==> src/logic/video_defs.svh <==
/*
 * video capture sizes
 * pixel, word and burst dimensions of the frame-buffer write path,
 * the burst address width and the per-source frame regions
 */
`ifndef VIDEO_DEFS_SVH
`define VIDEO_DEFS_SVH

// pixel and word geometry
`define PIXEL_W       24     // rgb888
`define WORD_PIXELS   10     // pixels per memory word
`define WORD_W        240    // memory word width

// burst buffering
`define BURST_LEN     16     // words per burst
`define FIFO_WORDS    32     // two bursts deep

// burst addressing, in whole bursts
`define ADDR_W        16
`define FRAME_BURSTS  64     // bursts reserved per frame per source
`define NUM_SRC       3      // hdmi, cam a, cam b

// begin address of each source, three frames each
`define BASE_HDMI     0
`define BASE_CAM_A    192
`define BASE_CAM_B    384

`endif

==> src/logic/mem_pkg.sv <==
/*
 * memory side types
 * burst address, rotating frame index, source id used as the
 * grant encoding, and the write arbiter states
 */
`default_nettype none

`include "video_defs.svh"

package mem_pkg;

    typedef logic [`ADDR_W-1:0] burst_addr_t;  // counts bursts, not bytes

    typedef enum logic [1:0] {
        FRAME_0,
        FRAME_1,
        FRAME_2
    } frame_idx_t;

    typedef enum logic [1:0] {
        SRC_HDMI,                  // highest priority out of reset
        SRC_CAM_A,
        SRC_CAM_B
    } source_id_t;

    typedef enum logic [1:0] {
        ARB_IDLE,                  // looking for a request
        ARB_GAP,                   // one cycle after a burst
        ARB_XFER                   // beats on the port
    } arb_state_t;

endpackage

`default_nettype wire

==> src/logic/pixel_pkg.sv <==
/*
 * pixel formats
 * rgb888 and rgb565 pixels and the ten-pixel memory word,
 * slot 0 of the word in the low bits
 */
`default_nettype none

`include "video_defs.svh"

package pixel_pkg;

    typedef struct packed {
        logic [`PIXEL_W/3-1:0] r;  // red in the top byte
        logic [`PIXEL_W/3-1:0] g;
        logic [`PIXEL_W/3-1:0] b;
    } rgb888_t;

    typedef struct packed {
        logic [4:0] r;
        logic [5:0] g;             // green keeps the extra bit
        logic [4:0] b;
    } rgb565_t;

    typedef rgb888_t [`WORD_PIXELS-1:0] pixel_word_t;  // 240 bits

endpackage

`default_nettype wire

==> src/logic/write_arbiter.sv <==
/*
 * write arbiter
 * round-robin over the three burst buffers, one burst at a time
 * grants with a one-cycle rden, then registers the 16 beats onto the
 * memory write port with a start strobe and a last-beat flag
 */
`timescale 1ns/1ps
`default_nettype none

`include "video_defs.svh"

module write_arbiter
    import pixel_pkg::*;
    import mem_pkg::*;
(
    input  wire logic                clk_50M,
    input  wire logic                reset,
    input  wire logic [`NUM_SRC-1:0] burst_req,
    input  wire burst_addr_t         burst_req_addr [`NUM_SRC],
    input  wire logic [`NUM_SRC-1:0] burst_vld,
    input  wire pixel_word_t         burst_data [`NUM_SRC],
    output logic [`NUM_SRC-1:0]      burst_rden,
    output logic                     mem_wr_start,  // cycle before first beat
    output burst_addr_t              mem_wr_addr,
    output source_id_t               mem_wr_src,
    output logic                     mem_wr_vld,
    output pixel_word_t              mem_wr_data,
    output logic                     mem_wr_last    // beat 16
);

    localparam int beat_w = $clog2(`BURST_LEN);

    arb_state_t        state;
    source_id_t        grant;          // last granted source
    source_id_t        pick;
    logic              pick_ok;
    logic              rden_d;         // rden delayed, lines up start
    logic [beat_w-1:0] beat_cnt;

    // next requester after grant, order hdmi, cam a, cam b
    always_comb begin
        int unsigned idx;
        pick    = grant;
        pick_ok = 1'b0;
        for (int k = `NUM_SRC; k >= 1; k--) begin   // k = 1 checked last, wins
            idx = (int'(grant) + k) % `NUM_SRC;
            if (burst_req[idx]) begin
                pick    = source_id_t'(idx);
                pick_ok = 1'b1;
            end
        end
    end

    always_ff @(posedge clk_50M) begin
        if (reset) begin
            state        <= ARB_IDLE;
            grant        <= SRC_CAM_B;   // so hdmi goes first
            burst_rden   <= '0;
            rden_d       <= 1'b0;
            beat_cnt     <= '0;
            mem_wr_start <= 1'b0;
            mem_wr_vld   <= 1'b0;
            mem_wr_last  <= 1'b0;
        end else begin
            burst_rden   <= '0;
            rden_d       <= |burst_rden;
            mem_wr_start <= rden_d;
            mem_wr_vld   <= 1'b0;
            mem_wr_last  <= 1'b0;
            case (state)
                ARB_IDLE: begin
                    if (|burst_rden) begin
                        state <= ARB_XFER;       // rden out, wait for beats
                    end else if (pick_ok) begin
                        burst_rden <= `NUM_SRC'(1) << pick;
                        grant      <= pick;
                    end
                end
                ARB_XFER: begin
                    if (burst_vld[grant]) begin
                        mem_wr_vld <= 1'b1;
                        beat_cnt   <= beat_cnt + 1'b1;
                        if (beat_cnt == beat_w'(`BURST_LEN - 1)) begin
                            mem_wr_last <= 1'b1;
                            state       <= ARB_GAP;
                        end
                    end
                end
                ARB_GAP:  state <= ARB_IDLE;     // buffer settles burst_req
                default:  state <= ARB_IDLE;
            endcase
        end
    end

    // port payload
    always_ff @(posedge clk_50M) begin
        if (|burst_rden) begin
            mem_wr_addr <= burst_req_addr[grant];  // req still up this cycle
            mem_wr_src  <= grant;
        end
        mem_wr_data <= burst_data[grant];
    end

    // single grant, and never while a burst is in flight
    assert property (@(posedge clk_50M) disable iff (reset)
        (|burst_rden) |-> ($onehot(burst_rden) && state == ARB_IDLE));

endmodule

`default_nettype wire

==> config.mk <==
export PLATFORM = sky130hd
export DESIGN_NAME = write_arbiter
export DESIGN_NICKNAME = d
export VERILOG_FILES = /design/src/logic/mem_pkg.sv /design/src/logic/pixel_pkg.sv /design/src/logic/write_arbiter.sv
export VERILOG_INCLUDE_DIRS = /design/src /design/src/logic
export SDC_FILE = /design/constraint.sdc
export NUM_CORES = 1
export LEC_CHECK = 0
export BUFFER_PORTS_ARGS = -buffer_cell sky130_fd_sc_hd__buf_2
export CORE_AREA = 5 5 403 405
export DETAILED_ROUTE_END_ITERATION = 8
export DIE_AREA = 0 0 408 410
export SYNTH_ARGS = -nofsm -noshare
export SYNTH_HDL_FRONTEND = slang
export SYNTH_SLANG_ARGS = --single-unit
==> constraint.sdc <==
create_clock -name clk_50M -period 4.2 [get_ports clk_50M]
set_input_delay 0.63 -clock clk_50M [delete_from_list [all_inputs] [get_ports clk_50M]]
set_output_delay 0.63 -clock clk_50M [all_outputs]
set_load 0.02 [all_outputs]
After elaboration in Yosys (flattened, before gate mapping)
Index checks and enable logic that the tools add are counted.

storage, ports and cells
  bits in latches = 0
  output and inout bits = 264
  memories = 0
  bits of input ports = 776
  bits in registers = 273
  bits in read-only memories = 0
  memory bits (writable) = 0
  logic and storage cells = 98

cells by class
  div/mod/pow operators = 3
  add/sub/neg operators = 4
  multiply operators = 0
  eq/ne operators = 5
  order comparisons = 5
  muxes and demuxes = 26
  reduce and logical (&&, ||, !) cells = 8
  shift operators = 1
  bitwise gates (word level) = 6

operators by type and width
  cell                     number
  $bmux W240 S2            1
  $mux W240                2
  $lt A32 B3 Y1 const B    3
  $mod A32 B3 Y32 const B  3
  $bmux W16 S2             1
  $mux W16                 2
  $mux W2                  6
  $mux W1                  9
  $bmux W1 S2              4
  $add A2 B2 Y3 const B    2
  $ne A2 B2 Y1 const B     3
  $reduce_and A3 Y1        2
  $reduce_or A3 Y1         2
  $reduce_or A6 Y1         1
  $not A1 Y1               5
  $add A4 B1 Y4 const B    1
  $eq A4 B4 Y1 const B     1
  $pmux W2 S2              1
  $add A2 B1 Y3 const B    1
  $ge A3 B3 Y1 const B     1
  $lt A2 B3 Y1 const B     1
  $not A2 Y3               1
  $shl A1 B2 Y3 const A    1
  $eq A2 B2 Y1 const B     1
  3 further kinds          3

Logic depth before layout (Yosys ltp)
  depth in word-level cells = 9
  gate-level depth with buffers = 10
  depth with buffers taken out = 7

Worst setup path before layout
No wires, ideal clock.

  path kind = register to register
  start point = reg grant[0]
  end point = reg burst_rden[0]
  path buffers = 3
  arrival = 2.204 ns
  period minus slack after synthesis = 2.277 ns
  required time = 4.127 ns
  setup time = 0.073 ns
  path slack = 1.923 ns
  cell stages (with the launch flop) = 11
  cells stage by stage = dfxtp_1 buf_2 buf_2 inv_1 ha_1 buf_2 mux2i_1 o22ai_1 nor3_1 or3_4 nor3b_2

on the way
  longest elaborated chain between the ends = 9
  elaborated cells between the ends (all ways) = 21
  classes of those cells = add/sub: 3; div: 3; shift: 1; mux: 12; bitwise: 1; reduce/logical: 1

RTL lines
  item                               line                 text
  start: declaration                 write_arbiter.sv:34  source_id_t grant;
  start signal: assignment           write_arbiter.sv:76  grant <= pick;
  $add A2 B2 Y3                      write_arbiter.sv:46  idx = (int'(grant) + k) % `NUM_SRC;
  $mod A32 B3 Y32 (no source line)   n/a
  $bmux W1 S2                        write_arbiter.sv:47  if (burst_req[idx]) begin
  $mux W1 (implied by the code)      write_arbiter.sv:47
  $mux W1 (3 in series)              write_arbiter.sv:47
  $not A1 Y1 (no source line)        n/a
  $reduce_or A6 Y1 (no source line)  n/a
  end signal: assignment             write_arbiter.sv:75  burst_rden <= `NUM_SRC'(1) << pick;
  end: declaration                   write_arbiter.sv:22  output logic [`NUM_SRC-1:0] burst_rden,

Parallel ways exist; a longest one is shown, timed or not. The select of a mux whose other input is x is not followed.
A chain may end at the register's enable or synchronous reset.

Worst setup path in the final report
Ends and elaborated chain as after synthesis.

==> summary.md <==
| Metric | Value |
|---|---|
| First-pass GRT wire length | `131,000 um` |
| Tcrit/Tclk final | `0.592` |
| Final ANT Viol Nets | `0` |
| Clock Skews | `0.0345 ns` |
| Clock buffer depth | `3` |
| Fill count | `18,145` |
| Syn Nets | `1,984` |
| Avg Vias per Cell | `3.10` |
| CP required | `4.70 ns` |
| Initial antenna violation count | `112` |
| Sequential area share after synthesis | `0.498` |
| Initial DRC count | `897` |
| Setup TNS | `0 ns` |
| Fin. max-slew vios | `0` |
| Post-DR wirelength/cell | `23.9 um` |
| Finished Layout Cells | `4,338` |
| Syn Inst Count | `1,203` |
| Startpoint class of the critical path | `flip-flop` |
| GPL Wtd Cong | `1.03` |
| Relative slew margins | `0.343` |
| Syn Std Cell Area | `11,300 um2` |
| 1st-pass router iterations | `5` |
| Crit path arrival time | `2.99 ns` |
| Min-delay worst type | `in -> reg` |
| Vias in the first global route | `13,423` |
| VDD IR max | `0.000239 V` |
| Hold buffer count at CTS | `0` |
| CTS tree | `yes` |
| Port Buffers | `1,039` |
| Hpwl dp | `91,400 um` |
| Worst-path fanout max | `26` |
| Post-Place Cells | `4,240` |
| Post-CTS Resized | `0` |
| Setup Buffers After CTS | `0` |
| Layout cell share with drive strength beyond 1 | `0.502` |
| Number of remaining DRC errors | `0` |
| Clk pin slew, worst setup/hold paths | `0.06 ns` |
| Clock sink total | `273` |
| RSZ-0062 raised after global routing | `false` |
| Most frequent cells in the layout | `buf_2 (1,039), mux2i_1 (264), nand2_1 (259)` |
| Die width | `408 um` |
| Clock latency on the worst-skew pair | `0.61 ns` |
| Synth Warn # | `0` |
| Remaining Overflow, GRT | `0` |
| H-tree level count | `2` |
| Hold slack | `0.221 ns` |
| Core Region | `158,000 um2` |
| Die Span Y | `410 um` |
| Number of max-cap violations | `0` |
| Via Count | `13,461` |
| Root buf cell | `clkbuf_16` |
| Synth unique cells | `33` |
| Register Area | `5650 um2` |
| Mean Syn Cell Area | `9.43 um2` |
| Final setup violating endpoints | `0` |
| FF-to-FF setup slack | `1.71 ns` |
| Commonest non-fill, non-tap cell in the layout | `buf_2` |
| GRT Util Overall | `0.117` |
| Fmax | `402 MHz` |
| Hold Vio Cnt, Final | `0` |
| Fin nets | `2,988` |
| #FFs+latches synth | `273` |
| Row Count | `146` |
| Crit-path max cell delay | `0.69 ns` |
| Cell family with most CP delay | `simple AND/OR/NAND/NOR gates` |
| Boundary Pins | `1,040` |
| Initial core utilization | `0.0718` |
| Crit path cell chain | `inv_1 -> ha_1 -> mux2i_1 -> o22ai_1 -> nor3_1 -> or3_4 -> nor3b_2` |
| Num CTS Buffers | `37` |
| Multi-input gate area | `5290 um2` |
| Die ar. | `167,000 um2` |
| Status | `completed` |
| Routed WL | `104,000 um` |
| Total Power | `14.8 mW` |
| Layout area overhead | `79.0%` |
| PwrDens | `728 nW/um2` |
| Worst slew pin tran | `0.958 ns` |
| Largest net degree at the start of global routing | `115` |
| Post-route minimum period | `2.49 ns` |
| Leakage Power | `9.07 nW` |
| Crit path kind | `reg -> reg` |
| WP buf/inv | `1` |
| CP endpoint kind | `flip-flop` |
| Slowest-stage cell, CP | `dfxtp_4` |
## path summary, 6_finish.rpt
| kind | endpoint | depth (start not counted) | startpoint |
|---|---|---|---|
| worst max-delay path | burst_rden[0]$_SDFF_PP0_ | 7 | grant[0]$_SDFFE_PP0P_ |
| worst min-delay path | mem_wr_data[72]$_DFF_P_ | 3 | burst_data[72] |
| worst max register to register | burst_rden[0]$_SDFF_PP0_ | 7 | grant[0]$_SDFFE_PP0P_ |
| worst min register to register | state[1]$_SDFFE_PP0P_ | 1 | state[0]$_SDFFE_PP0P_ |
## cell usage after synthesis (all sizes together)
cell type | instances | area (um2)
nand3 | 4 | 32.5
nand2b | 1 | 6.26
clkbuf | 44 | 165
a2bb2oi | 2 | 17.5
nor3 | 4 | 20.0
nor4 | 1 | 6.26
nand4 | 1 | 6.26
nor3b | 1 | 12.5
o21ai | 260 | 1300
or3 | 3 | 23.8
edfxtp | 18 | 541
nor4bb | 1 | 10.0
o2bb2ai | 1 | 15.0
mux2i | 264 | 2640
nor2 | 13 | 48.8
a21oi | 3 | 15.0
nand2 | 259 | 972
o22ai | 1 | 6.26
dfxtp | 255 | 5100
buf | 47 | 230
o211a | 2 | 20.0
inv | 5 | 18.8
nor2b | 3 | 18.8
xor2 | 2 | 17.5
nand3b | 2 | 15.0
o32a | 1 | 10.0
ha | 5 | 62.6
## cells by family (layout without fill, tap and decap cells)
| group | Yosys count | count (layout) | share of synthesized area |
|---|---|---|---|
| xor gates and xnor gates | 2 | 2 | 0.00155 |
| adders and majority gates | 5 | 5 | 0.00552 |
| DFF | 273 | 273 | 0.498 |
| and+or+nand+nor | 293 | 293 | 0.103 |
| buffers and inverters | 96 | 1129 | 0.0365 |
| muxes | 264 | 264 | 0.233 |
| AOI/OAI and AO/OA | 270 | 270 | 0.122 |
| other | 0 | 30 | 0 |
## through the flow
| step | instance area (um2) | setup WS, ns | utilization |
|---|---|---|---|
| floorplan | 11300 | 1.92 | - |
| global placement | 18900 | 1.57 | 0.120 |
| detailed placement | 18900 | 1.65 | 0.120 |
| CTS | 20200 | 1.62 | 0.128 |
| global route | 20200 | 1.42 | 0.128 |
| finish | 20300 | 1.71 | 0.128 |
## flip-flops by register name, indices dropped and copies added (netlist names)
register and count:
rden_d 1, mem_wr_vld 1, beat_cnt 4, grant 2, mem_wr_src 2, mem_wr_last 1
mem_wr_data 240, state 2, mem_wr_start 1, mem_wr_addr 16, burst_rden 3
## worst reg2reg max path: stages (launching register included)
cell and delay [ns]:
dfxtp_4 0.69, inv_1 0.17, ha_1 0.44, mux2i_1 0.16, o22ai_1 0.25, nor3_1 0.14
or3_4 0.41, nor3b_2 0.15
## cell type report
type,count,area share
well taps,2072,0.128
flip-flops and latches,273,0.279
clock buffers,51,0.0517
clock inverters,17,0.0113
repair buffers,1056,0.266
inverters,5,0.000925
diodes,30,0.00370
multi-input cells,834,0.261
## metal layers
layer,vias to the layer above,global-route usage,share of wire
met3,231,0.0733,0.15
met1,6150,0.129,0.37
met5,-,0,0.0050
met4,80,0.0274,0.028
li1,6207,-,-
met2,793,0.190,0.45
## power breakdown
part / switching [mW] / total, mW / internal (mW)
clock network: 1.42 / 3.43 / 2.01
logic: 5.03 / 7.18 / 2.15
registers: 0.428 / 4.17 / 3.74
(Power assumes the default switching activity.)
