$ cat src/logic/video_defs.svh
/*
 * video capture sizes
 * pixel, word and burst dimensions of the frame-buffer write path,
 * the burst address width and the per-source frame regions
 */
`ifndef VIDEO_DEFS_SVH
`define VIDEO_DEFS_SVH

// pixel and word geometry
`define PIXEL_W       24     // rgb888
`define WORD_PIXELS   10     // pixels per memory word
`define WORD_W        240    // memory word width

// burst buffering
`define BURST_LEN     16     // words per burst
`define FIFO_WORDS    32     // two bursts deep

// burst addressing, in whole bursts
`define ADDR_W        16
`define FRAME_BURSTS  64     // bursts reserved per frame per source
`define NUM_SRC       3      // hdmi, cam a, cam b

// begin address of each source, three frames each
`define BASE_HDMI     0
`define BASE_CAM_A    192
`define BASE_CAM_B    384

`endif

$ cat src/logic/pixel_pkg.sv
/*
 * pixel formats
 * rgb888 and rgb565 pixels and the ten-pixel memory word,
 * slot 0 of the word in the low bits
 */
`default_nettype none

`include "video_defs.svh"

package pixel_pkg;

    typedef struct packed {
        logic [`PIXEL_W/3-1:0] r;  // red in the top byte
        logic [`PIXEL_W/3-1:0] g;
        logic [`PIXEL_W/3-1:0] b;
    } rgb888_t;

    typedef struct packed {
        logic [4:0] r;
        logic [5:0] g;             // green keeps the extra bit
        logic [4:0] b;
    } rgb565_t;

    typedef rgb888_t [`WORD_PIXELS-1:0] pixel_word_t;  // 240 bits

endpackage

`default_nettype wire

$ cat src/logic/pixel_packer.sv
/*
 * pixel packer
 * shifts ten valid pixels into one 240-bit word and flags it for a
 * single cycle, first pixel ending up in slot 0
 * vs high throws away a partial word and holds the packer idle
 */
`timescale 1ns/1ps
`default_nettype none

`include "video_defs.svh"

module pixel_packer
    import pixel_pkg::*;
(
    input  wire logic        clk_50M,
    input  wire logic        reset,
    input  wire logic        vs,        // frame start level
    input  wire logic        de,        // pixel strobe
    input  wire rgb888_t     pixel,
    output logic             word_vld,  // one cycle per packed word
    output pixel_word_t      word
);

    localparam int slot_w = $clog2(`WORD_PIXELS);

    logic [slot_w-1:0]  slot_cnt;      // next free slot
    logic [`WORD_W-1:0] shift_sr;      // newest pixel enters at the top
    logic               take;
    logic               last_slot;

    assign take      = de && !vs;      // de ignored during vs
    assign last_slot = (slot_cnt == slot_w'(`WORD_PIXELS - 1));

    always_ff @(posedge clk_50M) begin
        if (reset) begin
            slot_cnt <= '0;
            word_vld <= 1'b0;
        end else begin
            word_vld <= take && last_slot;       // word ready next cycle
            if (vs) begin
                slot_cnt <= '0;                  // drop partial word
            end else if (take) begin
                slot_cnt <= last_slot ? '0 : slot_cnt + 1'b1;
            end
        end
    end

    // payload shift
    always_ff @(posedge clk_50M) begin
        if (take) begin
            shift_sr <= {pixel, shift_sr[`WORD_W-1:`PIXEL_W]};
        end
    end

    assign word = pixel_word_t'(shift_sr);  // stable while word_vld is up

    // a word needs ten strobes, so two in a row means a broken slot count
    assert property (@(posedge clk_50M) disable iff (reset)
        word_vld |=> !word_vld);

endmodule

`default_nettype wire

$ cat config.mk
export PLATFORM = sky130hd
export DESIGN_NAME = pixel_packer
export DESIGN_NICKNAME = d
export VERILOG_FILES = /design/src/logic/pixel_pkg.sv /design/src/logic/pixel_packer.sv
export VERILOG_INCLUDE_DIRS = /design/src /design/src/logic
export SDC_FILE = /design/constraint.sdc
export NUM_CORES = 1
export LEC_CHECK = 0
export BUFFER_PORTS_ARGS = -buffer_cell sky130_fd_sc_hd__buf_2
export CORE_MARGIN = 2
export CORE_UTILIZATION = 40
export CTS_BUF_LIST = sky130_fd_sc_hd__clkbuf_8
export DETAILED_ROUTE_END_ITERATION = 16
export PLACE_DENSITY = 0.67
export SLEW_MARGIN = 15
export SYNTH_ARGS = -nofsm -noshare
export SYNTH_HDL_FRONTEND = slang
export SYNTH_SLANG_ARGS = --single-unit
$ cat constraint.sdc
create_clock -name clk_50M -period 5.5 [get_ports clk_50M]
set_clock_uncertainty 0.2 [all_clocks]
set_input_delay 0.55 -clock clk_50M [delete_from_list [all_inputs] [get_ports clk_50M]]
set_output_delay 0.55 -clock clk_50M [all_outputs]
set_load 0.03 [all_outputs]
## Word level (Yosys, flattened, before mapping)

Index checks and enable logic that the tools add are counted.

- Reductions and logical operators: 4
- $add $sub $neg: 1
- Equality and inequality tests: 1
- Multiplexer cells: 1

Operators with widths:

| kind | count |
|---|---|
| 4-bit by 1-bit adder with 4-bit output, second input constant | 1 |
| 4-bit equality test, second input constant | 1 |
| 4-bit two-way mux | 1 |
| 1-bit logical AND | 2 |
| 2-bit OR reduction | 1 |
| 1-bit logical NOT | 1 |

- Bits of input ports: 28
- Flip-flop bits (word level): 245
- Output and inout bits: 241
- Logic and storage cells: 10

## Longest topological paths before layout

Gate-level depths: netlist of the first run.

- Depth after elaboration: 3
- Gate-level depth with buffers: 3
- Gate-level depth less buffers: 3

## Worst setup path after synthesis of the first run

Ideal clock, no wire load.

- Path kind: input to register
- Start: input port vs
- End: register shift_sr[0] (netlist: word[0]), enable pin
- Arrival time: 3.445 ns
- Path buffers: 0
- Setup time: 0.496 ns
- Data required time: 4.804 ns
- Path slack: 1.359 ns
- Stages on the path: 1
- Path through: and2b_2

- Word-level cells in the longest chain between the ends: 2

Ends and longest elaborated chain:

| element | line | text |
|---|---|---|
| from (decl) | pixel_packer.sv:17 | `input wire logic vs,` |
| 1-bit logical NOT | pixel_packer.sv:31 | `assign take = de && !vs;` |
| 1-bit logical AND | pixel_packer.sv:31 |  |
| to (signal assigned) | pixel_packer.sv:51 | `` shift_sr <= {pixel, shift_sr[`WORD_W-1:`PIXEL_W]}; `` |
| to (decl) | pixel_packer.sv:27 | `` logic [`WORD_W-1:0] shift_sr; `` |

Every way passes these cells.
A chain may end at the register's enable or synchronous reset.

## Worst setup path after layout of the first run

- Start: input port vs
- End: register shift_sr[228] (netlist: word[228]), enable pin

- Word-level cells in the longest chain between the ends: 2

Ends and longest elaborated chain:

| element | line | text |
|---|---|---|
| 1-bit logical NOT | pixel_packer.sv:31 |  |
| 1-bit logical AND | pixel_packer.sv:31 |  |
| via take | pixel_packer.sv:28 | `logic take;` |

The timed path passes the listed nets, and every way through them passes these cells.

==> results of run 1 <==
## what timing repair did
item,in CTS,in global routing
setup endpoints to repair,0,0
hold endpoints to repair,24,0
setup buffers,0,0
hold buffers,24,0
## kinds of logic (layout without fill, tap and decap cells)
kind of cell | after synthesis | after routing | share of synthesized area [%]
xor gates and xnor gates | 2 | 2 | 0.2353
DFF | 245 | 245 | 98.13
and+or+nand+nor | 11 | 11 | 1.160
buffers and inverters | 0 | 364 | 0
AOI/OAI and AO/OA | 4 | 4 | 0.4705
## through the flow
stage	power [mW]	utilization [%]
2_1_floorplan	2.359	-
3_3_place_gp	2.438	50.37
3_5_place_dp	2.446	50.37
4_1_cts	3.906	55.72
5_1_grt	4.004	55.72
6_report	3.850	55.72
## sequential cells by signal (all words and copies together) (netlist names)
| signal | flops |
|---|---|
| word | 240 |
| word_vld | 1 |
| slot_cnt | 4 |
## power breakdown
| part | internal (mW) | total, mW | switching (mW) | leakage (nW) |
|---|---|---|---|---|
| combinational | 0.0630 | 0.257 | 0.194 | 1.22 |
| clock | 0.782 | 1.43 | 0.651 | 0.415 |
| sequential | 2.13 | 2.16 | 0.0307 | 2.29 |
| total | 2.97 | 3.85 | 0.876 | 3.93 |
## layer usage
metal  track usage, %  routed length [um]
met2            24.48                7438
met5                0                   0
met3            4.991                1137
met4            7.868                 635
met1            15.68                5211
## how the worst max path moves through the flow
stage / from / slack (ns) / to / depth (start not counted)
after floorplan: vs / 1.36 / word[0] / 1
after global placement: vs / 2.64 / word[161] / 3
after detailed placement: vs / 2.54 / word[152] / 3
after CTS: vs / 3.09 / word[152] / 3
after global routing: vs / 2.94 / word[152] / 3
final: vs / 3.08 / word[228] / 3
## layout by cell type (no fill, tap or decap), drive strengths merged
| cell | count |
|---|---|
| xnor2 | 1 |
| o21ai | 1 |
| dfxtp | 5 |
| xor2 | 1 |
| a211oi | 2 |
| nand2 | 1 |
| dlygate4sd3 | 24 |
| nor4b | 1 |
| nand3b | 2 |
| and2b | 1 |
| nor3 | 2 |
| clkbuf | 41 |
| or3 | 1 |
| nand4b | 1 |
| nor2b | 2 |
| bufinv | 2 |
| inv | 11 |
| buf | 271 |
| clkinv | 15 |
| o2bb2a | 1 |
| edfxtp | 240 |
## worst reg2reg max path, cell delays in order, from the launching register on
cell and delay [ns]:
dfxtp_1 0.43, nand3b_1 0.11, o2bb2a_1 0.31, a211oi_1 0.23
## cell usage after synthesis
cell / instances
dfxtp_1: 5
nand4b_1: 1
nor4b_1: 1
nand2_1: 1
and2b_2: 1
or3_1: 1
edfxtp_1: 240
o21ai_0: 1
nand3b_1: 1
a211oi_1: 1
a211oi_2: 1
nor3_1: 2
xnor2_1: 1
o2bb2a_1: 1
nand3b_4: 1
nor2b_1: 2
xor2_1: 1
## cell type report
| type | instances | area, sq um | area share [%] |
|---|---|---|---|
| timing repair buffer | 295 | 1617 | 16.04 |
| multi-input combinational | 17 | 140.1 | 1.391 |
| clock buffer | 41 | 564.3 | 5.600 |
| tap | 229 | 286.5 | 2.843 |
| clock inverter | 28 | 162.7 | 1.614 |
| sequential | 245 | 7307 | 72.51 |
==> flow_summary.yaml, run 1 <==
critical_path:
  slowest_delay_ns: 0.94
  crit_buf_inv: 2
  reg2reg_to: "slot_cnt[3]"
  crit_path_end_kind: "register"
  start_kind: "primary input"
  cp.arrival_ns: 2.35
  crit_slowest_cell: "and2b_4"
  cp_max_fo: 73
  r2r_slack_ns: 4.13
  crit_type: "in2reg"
  crit_required_ns: 5.44
  path_cells: "buf_2 -> and2b_4 -> buf_4"
  r2r_cells: 3
  worstReg2RegStart: "slot_cnt[1]"
  cpLargestDelayFamily: "simple AND/OR/NAND/NOR gates"
clock_network:
  cts_root_buf: "clkbuf_8"
  cts_max_path_buffers: 3
  h-tree-depth: 2
  cts.sinks: 245
  numCtsBuffers: 40
  cts_tree: "yes"
  post_cts_resized: 0
  clk_latency_ns: 0.51
  cts.clk_slew.worst_paths_ns: 0.06
timing:
  max_freq_ghz: 0.4140
  setup_tns_ns: 0
  relSlewSlack_pct: 26.87
  hold_slack_ns: 0.05917
  maxSlewViolCount: 0
  rsz0062_at_grt: "no"
  tightest_slew_ns: 1.097
  period_share_pct: 43.92
  min_period_ns: 2.416
  hold_viol: 0
  final.setup.worst_slack_ns: 3.084
  setup_violations: 0
routing:
  ant_nets: 0
  via_per_inst: 4.423
  drc_errors: 0
  wirelength_um: 14420
  dr.first_iter.drc_count: 129
  dr.pass1.iters: 4
  wire_per_inst_um: 16.87
  vias: 3782
floorplan:
  io_pins: 269
  die_h_um: 140.4
  core_area_sq_um: 18090
  start_util_pct: 41.17
  die-area_sq_um: 19720
  fp.dieW_um: 140.4
  rows: 49
logic_synthesis:
  synthTopCellsByArea: "edfxtp_1 97%, dfxtp_1 1.3%, nand3b_4 0.27%"
  synth.largest_area_cell: "edfxtp_1"
  yosys_warnings: 0
  synth_area_per_cell_sq_um: 28.42
  synth_area_sq_um: 7446
  synth.distinct_cells: 17
  synth-seq-cells: 245
  synth_nets: 290
  ys_seq_area_share_pct: 98.13
  synth_top_area_share_pct: 96.79
  syn_inst: 262
placement:
  place_area_sq_um: 9110
  placed_cells: 762
  hpwlAfterDp_um: 9737
  io_buffer_count: 268
  gp_congestion: 0.7665
  pre_cts_slack_ns: 2.538
cells_and_area:
  n_antenna_cell: 0
  drive_gt1_share_pct: 51.28
  finalInstanceArea_sq_um: 10080
  fillers: 1390
  fin_cells: 855
  synthToLayoutAreaGrowth_pct: 35.34
  fin_nets: 627
status:
  status: "completed"
hold_path:
  worstHoldEndpoint: "slot_cnt[1]"
  worstHoldStart: "reset"
  whs_path_depth: 2
  hold_class: "in2reg"
power:
  p_leak_nw: 3.927
  vdd_drop_max_mv: 0.2189
  p_per_area_nw_per_um2: 382.0
grt:
  grt_max_degree: 105
  grt_pass1_vias: 3955
  grtUsageTotal_pct: 14.32
  gr-total-overflow: 0
  antenna_found_initial: 0
  grt_pass1_wl_um: 21710
flow_run:
  max_cap_viol_count: 0
Note: power is estimated with default switching activity, not from simulation.
==> inputs of run 2 (changes only) <==
- PLACE_DENSITY: 0.67 -> 0.69
- clock period: 5.5 -> 2.2 ns (I/O delays scaled with it)
==> flow_summary.yaml, run 2 (same netlist as run 1, synthesis figures left out) <==
status:
  status: "completed"
clock_network:
  cts_max_path_buffers: 3
  cts_setup_buffers: 0
  cts_tree: "yes"
  h-tree-depth: 2
  cts_root_buf: "clkbuf_8"
  clk_latency_ns: 0.51
  numCtsBuffers: 39
  cts.sinks: 245
  cts.clk_slew.worst_paths_ns: 0.06
timing:
  setup_tns_ns: 0
  relSlewSlack_pct: 77.61
  maxSlewViolCount: 0
  min_period_ns: 1.970
  rsz0062_at_grt: "no"
  max_freq_ghz: 0.5076
  hold_viol: 0
  period_share_pct: 89.55
  tightest_slew_ns: 0.3359
  final.setup.worst_slack_ns: 0.2300
  setup_violations: 0
cells_and_area:
  regArea_sq_um: 7307
  fin_cells: 868
  drive_gt1_share_pct: 51.80
  fin_nets: 640
  fillers: 1365
  multi_input_area_sq_um: 140.1
  largest_register_ffs: 240
  synthToLayoutAreaGrowth_pct: 37.29
  layout_commonest_cell: "buf_2"
  final_util_pct: 56.52
  final_cell_mix: "268 x buf_2, 240 x edfxtp_1, 41 x clkbuf_8"
  n_antenna_cell: 0
power:
  finalPower_mw: 9.407
  vdd_drop_max_mv: 0.5707
  p_leak_nw: 3.994
  p_per_area_nw_per_um2: 920.2
flow_run:
  max_cap_viol_count: 0
critical_path:
  cp_max_fo: 7
  cp.arrival_ns: 2.21
  cpLargestDelayFamily: "buffers and inverters"
  crit_required_ns: 2.44
  cp-startpoint: "vs"
  worstReg2RegStart: "slot_cnt[0]"
  start_kind: "primary input"
  crit_type: "in2reg"
  crit_path_end_kind: "register"
  r2r_cells: 4
  path_cells: "dlygate4sd3_1 -> buf_2 -> nand3b_4 -> or3_1 -> a211oi_2 -> dlygate4sd3_1"
  path_depth: 6
  worst_path_most_repeated_cell: "dlygate4sd3_1"
  crit_buf_inv: 3
  slowest_delay_ns: 0.57
  crit_slowest_cell: "dlygate4sd3_1"
floorplan:
  start_util_pct: 41.17
  io_pins: 269
  die_h_um: 140.4
  die-area_sq_um: 19720
  core_area_sq_um: 18090
  fp.dieW_um: 140.4
  rows: 49
hold_path:
  worstHoldStart: "pixel[23]"
  whs_path_depth: 2
  hold_class: "in2reg"
grt:
  grt_pass1_vias: 4162
  grt_max_degree: 67
  grt_pass1_wl_um: 22310
  gr-total-overflow: 0
  grtUsageTotal_pct: 14.59
  antenna_found_initial: 0
routing:
  vias: 3877
  drc_errors: 0
  wirelength_um: 14610
  ant_nets: 0
  via_per_inst: 4.467
  wire_per_inst_um: 16.84
  dr.pass1.iters: 4
  dr.first_iter.drc_count: 169
placement:
  placed_cells: 771
  gp_congestion: 0.7917
  pre_cts_slack_ns: 0.4539
  io_buffer_count: 268
  hpwlAfterDp_um: 10200
==> run 2: changes by cell type in the layout (fill, tap and decap cells not counted) <==
cell           previous run  this run
clkinv_1                 11         9
clkinv_2                  4         5
buf_4                     2         5
dlygate4sd3_1            24        29
clkinvlp_4                0         2
bufinv_16                 2         0
buf_12                    1         7
==> run 2: per-stage QoR <==
step,instance area [sq um],hold slack [ns]
2_1_floorplan,7447,0.08465
3_3_place_gp,9253,0.1975
3_5_place_dp,9253,0.1981
4_1_cts,10220,0.1802
6_report,10220,0.2257
5_1_grt,10220,0.1991
==> run 2: routing by layer <==
metal / GRT usage [%] / share of wire (%) / vias to the layer above
met5: 0 / 0 / -
met4: 7.762 / 3.8 / 0
met3: 5.197 / 8.0 / 38
met2: 25.41 / 52 / 187
met1: 15.59 / 36 / 1878
li1: - / - / 1774
==> run 2: worst register-to-register path: stages (launching register included) <==
cell,delay (ns)
dfxtp_1,0.44
nand3b_4,0.12
or3_1,0.37
a211oi_2,0.17
dlygate4sd3_1,0.57
==> run 2: timing repair <==
action                                 in CTS  in global routing
endpoints found under the hold margin      29                  0
hold buffers                               29                  0
gates resized for setup                     0                  0
==> run 2: final timing paths <==
kind                                    end  slack (ns)
worst max-delay path            slot_cnt[1]        0.23
worst min-delay path              word[239]        0.23
worst max register to register  slot_cnt[1]        0.28
worst min register to register    word[128]        0.23
==> run 2: area by class of cell <==
type,instances,area share [%]
tap,229,2.803
clock buffer,41,5.520
sequential,245,71.48
clock inverter,27,1.126
multi-input combinational,17,1.371
timing repair buffer,309,17.70
==> run 2: where the power goes <==
group / internal [mW] / switching, mW
registers: 5.32 / 0.0823
logic: 0.186 / 0.488
clock network: 1.72 / 1.61
total: 7.23 / 2.18
